===== src/mips_pkg.sv =====
package mips_pkg;

        typedef logic [31:0] word_t;
        typedef logic [4:0]  reg_addr_t;

        typedef enum logic [2:0] {
                ALU_ADD,
                ALU_SUB,
                ALU_AND,
                ALU_OR,
                ALU_XOR,
                ALU_SLT,
                ALU_SLTU,
                ALU_LUI
        } alu_op_e;

        // major opcodes in inst[31:26]
        localparam logic [5:0] OPC_SPECIAL = 6'h00;
        localparam logic [5:0] OPC_ADDIU   = 6'h09;
        localparam logic [5:0] OPC_ANDI    = 6'h0c;
        localparam logic [5:0] OPC_ORI     = 6'h0d;
        localparam logic [5:0] OPC_LUI     = 6'h0f;
        localparam logic [5:0] OPC_LW      = 6'h23;
        localparam logic [5:0] OPC_SW      = 6'h2b;

        // SPECIAL function codes in inst[5:0]
        localparam logic [5:0] FN_ADDU = 6'h21;
        localparam logic [5:0] FN_SUBU = 6'h23;
        localparam logic [5:0] FN_AND  = 6'h24;
        localparam logic [5:0] FN_OR   = 6'h25;
        localparam logic [5:0] FN_XOR  = 6'h26;
        localparam logic [5:0] FN_SLT  = 6'h2a;
        localparam logic [5:0] FN_SLTU = 6'h2b;

        typedef struct packed {
                alu_op_e   alu_op;
                word_t     op_a;
                word_t     op_b;
                word_t     st_data;
                reg_addr_t rd;
                logic      wr;
                logic      ld;
                logic      st;
        } id_ex_t;

        typedef struct packed {
                word_t     result;      // alu result or memory address
                word_t     st_data;
                reg_addr_t rd;
                logic      wr;
                logic      ld;
                logic      st;
        } ex_mm_t;

        typedef struct packed {
                word_t     result;
                reg_addr_t rd;
                logic      wr;
        } mm_wb_t;

endpackage


===== src/stage_reg.sv =====
`timescale 1ns/100ps

module stage_reg #(
        parameter type payload_t = logic
) (
        input  logic     clk,
        input  logic     rst_n,
        input  logic     en_i,
        input  logic     bubble_i,
        input  payload_t d_i,
        output payload_t q_o
);

        // all-zero payload has every flag clear, so it acts as a bubble
        always_ff @(posedge clk) begin
                if (!rst_n || bubble_i) begin
                        q_o <= '0;
                end else if (en_i) begin
                        q_o <= d_i;
                end
        end

endmodule


===== src/pipe_ctrl.sv =====
`timescale 1ns/100ps

module pipe_ctrl import mips_pkg::*; (
        input  logic      dbus_stall_i,
        input  logic      ibus_stall_i,
        input  logic      ex_load_i,
        input  reg_addr_t ex_rd_i,
        input  logic      mm_load_i,
        input  reg_addr_t mm_rd_i,
        input  reg_addr_t id_rs_i,
        input  reg_addr_t id_rt_i,
        output logic      en_pc_o,
        output logic      en_ifid_o,
        output logic      en_idex_o,
        output logic      en_exmm_o,
        output logic      en_mmwb_o
);

        logic ex_hit;
        logic mm_hit;
        logic load_use;

        assign ex_hit = ex_load_i && (ex_rd_i != '0) &&
                        (ex_rd_i == id_rs_i || ex_rd_i == id_rt_i);
        assign mm_hit = mm_load_i && (mm_rd_i != '0) &&
                        (mm_rd_i == id_rs_i || mm_rd_i == id_rt_i);
        assign load_use = ex_hit || mm_hit;

        always_comb begin
                if (dbus_stall_i) begin
                        {en_pc_o, en_ifid_o, en_idex_o, en_exmm_o, en_mmwb_o} = 5'b00000;
                end else if (load_use || ibus_stall_i) begin
                        // hold decode, let execute and later drain
                        {en_pc_o, en_ifid_o, en_idex_o, en_exmm_o, en_mmwb_o} = 5'b00011;
                end else begin
                        {en_pc_o, en_ifid_o, en_idex_o, en_exmm_o, en_mmwb_o} = 5'b11111;
                end
        end

endmodule


===== src/fetch_unit.sv =====
`timescale 1ns/100ps

module fetch_unit import mips_pkg::*; #(
        parameter word_t RESET_PC = '0
) (
        input  logic  clk,
        input  logic  rst_n,
        input  logic  en_pc_i,
        input  logic  en_ifid_i,
        input  logic  en_idex_i,
        output word_t ibus_address_o,
        output logic  ibus_read_o,
        input  word_t ibus_rddata_i,
        input  logic  ibus_stall_i,
        output word_t inst_o
);

        word_t pc_q;
        word_t hold_addr_q;
        word_t inst_q;
        logic  run_q;
        logic  hold_q;

        assign ibus_read_o    = run_q;  // first fetch one cycle after reset
        assign ibus_address_o = hold_q ? hold_addr_q : pc_q;
        assign inst_o         = inst_q;

        always_ff @(posedge clk) begin
                if (!rst_n) begin
                        pc_q   <= RESET_PC;
                        run_q  <= 1'b0;
                        hold_q <= 1'b0;
                end else begin
                        run_q  <= 1'b1;
                        hold_q <= ibus_read_o && ibus_stall_i;
                        if (en_pc_i && ibus_read_o)
                                pc_q <= pc_q + 32'd4;
                end
        end

        // latch the address on the first cycle of each fetch
        always_ff @(posedge clk) begin
                if (!hold_q && ibus_read_o)
                        hold_addr_q <= pc_q;
        end

        always_ff @(posedge clk) begin
                if (!rst_n || (!en_ifid_i && en_idex_i)) begin
                        inst_q <= '0;   // nop bubble
                end else if (en_ifid_i) begin
                        inst_q <= ibus_read_o ? ibus_rddata_i : '0;
                end
        end

endmodule


===== src/reg_file.sv =====
`timescale 1ns/100ps

module reg_file import mips_pkg::*; (
        input  logic      clk,
        input  logic      rst_n,
        input  reg_addr_t raddr1_i,
        input  reg_addr_t raddr2_i,
        output word_t     rdata1_o,
        output word_t     rdata2_o,
        input  logic      we_i,
        input  reg_addr_t waddr_i,
        input  word_t     wdata_i
);

        word_t regs [32];

        // r0 is cleared by reset and never written
        assign rdata1_o = regs[raddr1_i];
        assign rdata2_o = regs[raddr2_i];

        always_ff @(posedge clk) begin
                if (!rst_n) begin
                        for (int i = 0; i < 32; i++)
                                regs[i] <= '0;
                end else if (we_i && waddr_i != '0) begin
                        regs[waddr_i] <= wdata_i;
                end
        end

endmodule


===== src/decode_unit.sv =====
`timescale 1ns/100ps

module decode_unit import mips_pkg::*; (
        input  word_t     inst_i,
        output reg_addr_t rs_o,
        output reg_addr_t rt_o,
        input  word_t     rs_val_i,
        input  word_t     rt_val_i,
        input  ex_mm_t    ex_fwd_i,
        input  mm_wb_t    mm_fwd_i,
        input  mm_wb_t    wb_fwd_i,
        output id_ex_t    decoded_o
);

        logic [5:0] opcode;
        logic [5:0] funct;
        reg_addr_t  rd;
        word_t      imm_sx;
        word_t      imm_zx;
        word_t      rs_fwd;
        word_t      rt_fwd;

        assign opcode = inst_i[31:26];
        assign funct  = inst_i[5:0];
        assign rs_o   = inst_i[25:21];
        assign rt_o   = inst_i[20:16];
        assign rd     = inst_i[15:11];
        assign imm_sx = {{16{inst_i[15]}}, inst_i[15:0]};
        assign imm_zx = {16'b0, inst_i[15:0]};

        // youngest writer wins; a load in execute is covered by the interlock
        function automatic word_t pick(reg_addr_t r, word_t rf_val, ex_mm_t ex,
                                       mm_wb_t mm, mm_wb_t wb);
                if (r == '0)
                        return rf_val;
                if (ex.wr && !ex.ld && ex.rd == r)
                        return ex.result;
                if (mm.wr && mm.rd == r)
                        return mm.result;
                if (wb.wr && wb.rd == r)
                        return wb.result;
                return rf_val;
        endfunction

        assign rs_fwd = pick(rs_o, rs_val_i, ex_fwd_i, mm_fwd_i, wb_fwd_i);
        assign rt_fwd = pick(rt_o, rt_val_i, ex_fwd_i, mm_fwd_i, wb_fwd_i);

        always_comb begin
                decoded_o         = '0;         // unknown encodings fall out as nop
                decoded_o.alu_op  = ALU_ADD;
                decoded_o.op_a    = rs_fwd;
                decoded_o.op_b    = rt_fwd;
                decoded_o.st_data = rt_fwd;
                decoded_o.rd      = rd;
                case (opcode)
                        OPC_SPECIAL: begin
                                decoded_o.wr = 1'b1;
                                case (funct)
                                        FN_ADDU: decoded_o.alu_op = ALU_ADD;
                                        FN_SUBU: decoded_o.alu_op = ALU_SUB;
                                        FN_AND:  decoded_o.alu_op = ALU_AND;
                                        FN_OR:   decoded_o.alu_op = ALU_OR;
                                        FN_XOR:  decoded_o.alu_op = ALU_XOR;
                                        FN_SLT:  decoded_o.alu_op = ALU_SLT;
                                        FN_SLTU: decoded_o.alu_op = ALU_SLTU;
                                        default: decoded_o.wr = 1'b0;
                                endcase
                        end
                        OPC_ADDIU: begin
                                decoded_o.op_b = imm_sx;
                                decoded_o.rd   = rt_o;
                                decoded_o.wr   = 1'b1;
                        end
                        OPC_ANDI: begin
                                decoded_o.alu_op = ALU_AND;
                                decoded_o.op_b   = imm_zx;
                                decoded_o.rd     = rt_o;
                                decoded_o.wr     = 1'b1;
                        end
                        OPC_ORI: begin
                                decoded_o.alu_op = ALU_OR;
                                decoded_o.op_b   = imm_zx;
                                decoded_o.rd     = rt_o;
                                decoded_o.wr     = 1'b1;
                        end
                        OPC_LUI: begin
                                decoded_o.alu_op = ALU_LUI;
                                decoded_o.op_b   = imm_zx;
                                decoded_o.rd     = rt_o;
                                decoded_o.wr     = 1'b1;
                        end
                        OPC_LW: begin
                                decoded_o.op_b = imm_sx;    // base + offset
                                decoded_o.rd   = rt_o;
                                decoded_o.wr   = 1'b1;
                                decoded_o.ld   = 1'b1;
                        end
                        OPC_SW: begin
                                decoded_o.op_b = imm_sx;
                                decoded_o.st   = 1'b1;
                        end
                        default: ;
                endcase
        end

endmodule


===== src/exec_unit.sv =====
`timescale 1ns/100ps

module exec_unit import mips_pkg::*; (
        input  id_ex_t idex_i,
        output ex_mm_t exmm_o
);

        word_t a;
        word_t b;
        word_t res;

        assign a = idex_i.op_a;
        assign b = idex_i.op_b;

        // loads and stores decode to ALU_ADD, so res is their address
        always_comb begin
                case (idex_i.alu_op)
                        ALU_ADD:  res = a + b;
                        ALU_SUB:  res = a - b;
                        ALU_AND:  res = a & b;
                        ALU_OR:   res = a | b;
                        ALU_XOR:  res = a ^ b;
                        ALU_SLT:  res = {31'b0, $signed(a) < $signed(b)};
                        ALU_SLTU: res = {31'b0, a < b};
                        ALU_LUI:  res = {b[15:0], 16'b0};
                        default:  res = '0;
                endcase
        end

        always_comb begin
                exmm_o.result  = res;
                exmm_o.st_data = idex_i.st_data;
                exmm_o.rd      = idex_i.rd;
                exmm_o.wr      = idex_i.wr;
                exmm_o.ld      = idex_i.ld;
                exmm_o.st      = idex_i.st;
        end

endmodule


===== src/mem_stage.sv =====
`timescale 1ns/100ps

module mem_stage import mips_pkg::*; (
        input  ex_mm_t exmm_i,
        output word_t  dbus_address_o,
        output logic   dbus_read_o,
        output logic   dbus_write_o,
        output word_t  dbus_wrdata_o,
        input  word_t  dbus_rddata_i,
        output mm_wb_t mmwb_o
);

        // held stable by the pipeline freeze during a stall
        assign dbus_address_o = exmm_i.result;
        assign dbus_read_o    = exmm_i.ld;
        assign dbus_write_o   = exmm_i.st;
        assign dbus_wrdata_o  = exmm_i.st_data;

        always_comb begin
                mmwb_o.result = exmm_i.ld ? dbus_rddata_i : exmm_i.result;
                mmwb_o.rd     = exmm_i.rd;
                mmwb_o.wr     = exmm_i.wr;
        end

endmodule


===== src/mips_core.sv =====
`timescale 1ns/100ps

module mips_core import mips_pkg::*; #(
        parameter word_t RESET_PC = '0
) (
        input  logic  clk,
        input  logic  rst_n,
        output word_t ibus_address_o,
        output logic  ibus_read_o,
        input  word_t ibus_rddata_i,
        input  logic  ibus_stall_i,
        output word_t dbus_address_o,
        output logic  dbus_read_o,
        output logic  dbus_write_o,
        output word_t dbus_wrdata_o,
        input  word_t dbus_rddata_i,
        input  logic  dbus_stall_i
);

        logic      en_pc;
        logic      en_ifid;
        logic      en_idex;
        logic      en_exmm;
        logic      en_mmwb;
        word_t     inst;
        reg_addr_t rs;
        reg_addr_t rt;
        word_t     rs_val;
        word_t     rt_val;
        id_ex_t    id_d;
        id_ex_t    id_q;
        ex_mm_t    ex_d;
        ex_mm_t    ex_q;
        mm_wb_t    mm_d;
        mm_wb_t    wb_q;

        pipe_ctrl ctrl0 (
                .dbus_stall_i(dbus_stall_i),
                .ibus_stall_i(ibus_stall_i),
                .ex_load_i   (ex_d.ld),
                .ex_rd_i     (ex_d.rd),
                .mm_load_i   (ex_q.ld),
                .mm_rd_i     (ex_q.rd),
                .id_rs_i     (rs),
                .id_rt_i     (rt),
                .en_pc_o     (en_pc),
                .en_ifid_o   (en_ifid),
                .en_idex_o   (en_idex),
                .en_exmm_o   (en_exmm),
                .en_mmwb_o   (en_mmwb)
        );

        fetch_unit #(.RESET_PC(RESET_PC)) fetch0 (
                .clk           (clk),
                .rst_n         (rst_n),
                .en_pc_i       (en_pc),
                .en_ifid_i     (en_ifid),
                .en_idex_i     (en_idex),
                .ibus_address_o(ibus_address_o),
                .ibus_read_o   (ibus_read_o),
                .ibus_rddata_i (ibus_rddata_i),
                .ibus_stall_i  (ibus_stall_i),
                .inst_o        (inst)
        );

        reg_file regs0 (
                .clk     (clk),
                .rst_n   (rst_n),
                .raddr1_i(rs),
                .raddr2_i(rt),
                .rdata1_o(rs_val),
                .rdata2_o(rt_val),
                .we_i    (wb_q.wr),
                .waddr_i (wb_q.rd),
                .wdata_i (wb_q.result)
        );

        decode_unit decode0 (
                .inst_i   (inst),
                .rs_o     (rs),
                .rt_o     (rt),
                .rs_val_i (rs_val),
                .rt_val_i (rt_val),
                .ex_fwd_i (ex_d),
                .mm_fwd_i (mm_d),
                .wb_fwd_i (wb_q),
                .decoded_o(id_d)
        );

        stage_reg #(.payload_t(id_ex_t)) idex_reg (
                .clk     (clk),
                .rst_n   (rst_n),
                .en_i    (en_idex),
                .bubble_i(!en_idex && en_exmm),
                .d_i     (id_d),
                .q_o     (id_q)
        );

        exec_unit exec0 (
                .idex_i(id_q),
                .exmm_o(ex_d)
        );

        stage_reg #(.payload_t(ex_mm_t)) exmm_reg (
                .clk     (clk),
                .rst_n   (rst_n),
                .en_i    (en_exmm),
                .bubble_i(!en_exmm && en_mmwb),
                .d_i     (ex_d),
                .q_o     (ex_q)
        );

        mem_stage mem0 (
                .exmm_i        (ex_q),
                .dbus_address_o(dbus_address_o),
                .dbus_read_o   (dbus_read_o),
                .dbus_write_o  (dbus_write_o),
                .dbus_wrdata_o (dbus_wrdata_o),
                .dbus_rddata_i (dbus_rddata_i),
                .mmwb_o        (mm_d)
        );

        // writeback takes a bubble on every frozen cycle
        stage_reg #(.payload_t(mm_wb_t)) mmwb_reg (
                .clk     (clk),
                .rst_n   (rst_n),
                .en_i    (en_mmwb),
                .bubble_i(!en_mmwb),
                .d_i     (mm_d),
                .q_o     (wb_q)
        );

endmodule


===== config.mk =====
export PLATFORM = sky130hd
export DESIGN_NAME = mips_core
export DESIGN_NICKNAME = d
export VERILOG_FILES = /design/src/mips_pkg.sv /design/src/stage_reg.sv /design/src/pipe_ctrl.sv /design/src/fetch_unit.sv /design/src/reg_file.sv /design/src/decode_unit.sv /design/src/exec_unit.sv /design/src/mem_stage.sv /design/src/mips_core.sv
export SDC_FILE = /design/constraint.sdc
export NUM_CORES = 2
export LEC_CHECK = 0
export BUFFER_PORTS_ARGS = -buffer_cell sky130_fd_sc_hd__buf_2
export CAP_MARGIN = 40
export CORE_ASPECT_RATIO = 0.9
export CORE_MARGIN = 2
export CORE_UTILIZATION = 57
export CTS_CLUSTER_SIZE = 14
export DETAILED_ROUTE_END_ITERATION = 8
export PLACE_DENSITY = 0.8
export SLEW_MARGIN = 20
export SYNTH_ARGS = -nofsm -noshare
export SYNTH_HDL_FRONTEND = slang
export SYNTH_SLANG_ARGS = --single-unit

===== constraint.sdc =====
create_clock -name clk -period 5.3 [get_ports clk]
set_clock_uncertainty 0.15 [all_clocks]
set_input_delay 1.325 -clock clk [delete_from_list [all_inputs] [get_ports clk]]
set_output_delay 1.325 -clock clk [all_outputs]
set_load 0.005 [all_outputs]

==> flow_summary.toml <==
[cells_and_area]
layout.nets = 5911
multi_input_area_mm2 = 0.0344
fin_area_mm2 = 0.0824
fillers = 9109
area_growth_pct = 11.4
final_cell_count_no_fill = 7570
ff_latch_area_mm2 = 0.0375
drive_gt1_share_pct = 24.2

[global_route]
grt-ovfl-total = 0
grt.busiest_layer = "met2"
gr-usage-all-layers_pct = 37.8
gr-usage-met1_pct = 47.4
grt_pass1_wl_mm = 363
grt_max_degree = 92
met3_usage_pct = 11.5
antenna_found_initial = 10
grt_use_met2_pct = 58.5
grt_pass1_vias = 53243

[floorplan]
dieWidth_um = 384
dieArea_mm2 = 0.133
coreArea_mm2 = 0.129
io_pins = 167
placementRows = 125
die_h_um = 346
start_util_pct = 57.4

[worst_setup_path]
critical_path.endpoint = "idex_reg.q_o[23]"
path_max_fanout = 6
cp_data_arrival_time_ns = 4.91
ff2ff_setup_slack_ns = 0.95
crit_type = "reg -> reg"
worstSetupStartpointType = "flip-flop"
reg2reg_depth = 12
crit_required_ns = 5.85
worstReg2RegEnd = "idex_reg.q_o[23]"
r2r_start = "idex_reg.q_o[41]"
worstSetupEndpointType = "flip-flop"
setup.worst_path.start = "idex_reg.q_o[41]"

[power_and_ir_drop]
vdd_drop_max_uv = 287
p_leak_nw = 29.0
powerDensity_mw_per_mm2 = 301

[sta]
tightestPinTransition_ns = 1.05
post-route-min-period_ns = 4.35
fin_setup_tns_ns = 0
min_period_over_period_pct = 82.1
fin_hold_ws_ns = 0.313
hold_violations = 0
setup_viol = 0
fmax_mhz = 230
grt_setup_unrepaired = "false"
slew-limit-headroom_pct = 29.7
drv_slew = 0
fin_ws_ns = 0.948

[clock_tree]
postCtsSetupBuffers = 0
ctsResizeCount = 0
cts_inserted_buffers = 142
tritoncts = "done"
clockBufferDepth = 3
ctsHoldBuffers = 0
clk_pin_slew_ns = 0.06
clock_latency_ns = 0.82
htree_num_levels = 4
cts-root-buf = "clkbuf_16"
cts_sinks = 1345

[synth]
synthDistinctLibCells = 100
ys_warn_count = 0
synth-async-reset-ratio_pct = 0
synth_flop_cell = "edfxtp_1"
synth-edff-count = 1054
syn_avg_cell_area_um2 = 12.9
synthCells = 5721
syn-cell-area_mm2 = 0.0739
synth_seq_cells = 1345
seq_area_frac_synth_pct = 50.7

[placement]
place_congestion = 1.00
portBuffers = 164
dpl-instance-area_mm2 = 0.0777
place_inst = 7304
dpl.hpwl_mm = 163
pre_cts_ws_ns = 1.08

[detailed_routing]
viasPerCell = 7.11
routed_wl_mm = 252
vias = 53814
wl_per_cell_um = 33.3
ant_nets = 0
drc = 0
drtPass1Iterations = 6
drtIter0Drc = 8616

[outcome]
status = "complete, no violations"

[run]
drv_cap = 0

[min_path]
hp-class = "reg -> reg"
whs_path_depth = 2
## cells in the final DEF, fill, tap and decap left out, drive strengths merged, types with 83 or more instances in the layout
cell type / count
dfxtp: 291
a21oi: 259
nor2: 315
nand3: 83
mux4: 643
buf: 410
nor3: 105
ha: 97
nand2: 222
and2: 974
o21ai: 223
clkbuf: 185
edfxtp: 1054
inv: 114
mux2i: 139
## Yosys cell counts, types with 19 or more instances
cell | number | area (um2)
o21ai_0 | 211 | 1060
nor2b_1 | 24 | 150
nor3_1 | 103 | 515
inv_1 | 106 | 398
and2_1 | 973 | 6090
and3_1 | 29 | 181
a31oi_1 | 28 | 175
buf_1 | 45 | 169
edfxtp_1 | 1054 | 31700
xnor2_1 | 19 | 166
clkbuf_1 | 450 | 1690
mux4_2 | 643 | 14500
buf_2 | 62 | 310
a21oi_1 | 258 | 1290
o22ai_1 | 27 | 169
a211oi_1 | 41 | 308
mux2_2 | 36 | 405
a221oi_1 | 27 | 236
mux2i_1 | 139 | 1390
dfxtp_1 | 291 | 5830
nand2_1 | 221 | 830
o211ai_1 | 50 | 375
ha_1 | 97 | 1210
nor2_1 | 313 | 1170
a21o_1 | 24 | 180
nand3_1 | 82 | 410
xor2_1 | 36 | 315
## power breakdown
group	internal, mW	switching, mW	leakage (nW)
Combinational	1.08	1.84	13.6
Clock	5.43	4.43	2.16
Sequential	11.7	0.300	13.2
Total	18.2	6.57	29.0
## kinds of logic (layout without fill, tap and decap cells)
| group | after synthesis | after routing | synth area share, % |
|---|---|---|---|
| other cells | 1 | 38 | 0.00507 |
| fa+ha+maj | 100 | 100 | 1.71 |
| mux | 818 | 818 | 22.0 |
| simple gates | 1850 | 1850 | 13.6 |
| compound gates | 876 | 876 | 7.70 |
| flops | 1345 | 1345 | 50.7 |
| buf+inv | 676 | 774 | 3.58 |
| xor+xnor | 55 | 55 | 0.652 |
## sequential cells by signal, indices dropped and copies added (netlist names), 30 cells and up, named ones only
register / cells
fetch0.hold_addr_q: 30
idex_reg.q_o: 107
fetch0.pc_q: 30
mmwb_reg.q_o: 38
regs0.regs: 1024
exmm_reg.q_o: 72
fetch0.inst_o: 32
## metrics by stage
| stage | util [%] | total power, mW |
|---|---|---|
| after global routing | 63.9 | 25.3 |
| final | 63.9 | 24.8 |
| after floorplan | - | 13.8 |
| after global placement | 59.8 | 14.9 |
| after CTS | 63.8 | 24.7 |
| after detailed placement | 60.3 | 15.0 |
## layout make-up
| class | count | area share (%) |
|---|---|---|
| antenna | 4 | 0.0122 |
| clock buffer | 185 | 4.59 |
| clock inverter | 67 | 0.857 |
| inverter | 111 | 0.512 |
| multi-input combinational | 3733 | 41.7 |
| sequential | 1345 | 45.5 |
| tap | 1714 | 2.60 |
| timing repair buffer | 411 | 4.14 |
## worst min-delay path by stage
stage                      startpoint  slack (ns)                      to
floorplan            idex_reg.q_o[14]        0.27        idex_reg.q_o[14]
global placement      fetch0.pc_q[23]        0.30  fetch0.hold_addr_q[23]
detailed placement  fetch0.inst_o[10]        0.30       fetch0.inst_o[10]
CTS                 fetch0.inst_o[10]        0.31       fetch0.inst_o[10]
global route          fetch0.pc_q[23]        0.33  fetch0.hold_addr_q[23]
finish               fetch0.inst_o[7]        0.31        fetch0.inst_o[7]
## worst max-delay path, stage by stage, from the launching register on
cell and delay (ns):
dfxtp_1 0.51, inv_1 0.17, ha_1 0.37, o21bai_2 0.22, nand3_4 0.12, a2111oi_4 0.49
o21ai_2 0.20, a21boi_0 0.45, o21ai_0 0.15, a22oi_1 0.17, a2bb2oi_1 0.63, o221ai_1 0.37
o21ai_0 0.26
## metal layers
layer  vias to the layer above  part of all wire, %
li1                      21667                    -
met1                     26649                   33
met2                      4461                   46
met3                      1023                   14
met4                        14                  6.5
met5                         -                0.037
(Power assumes the default switching activity.)
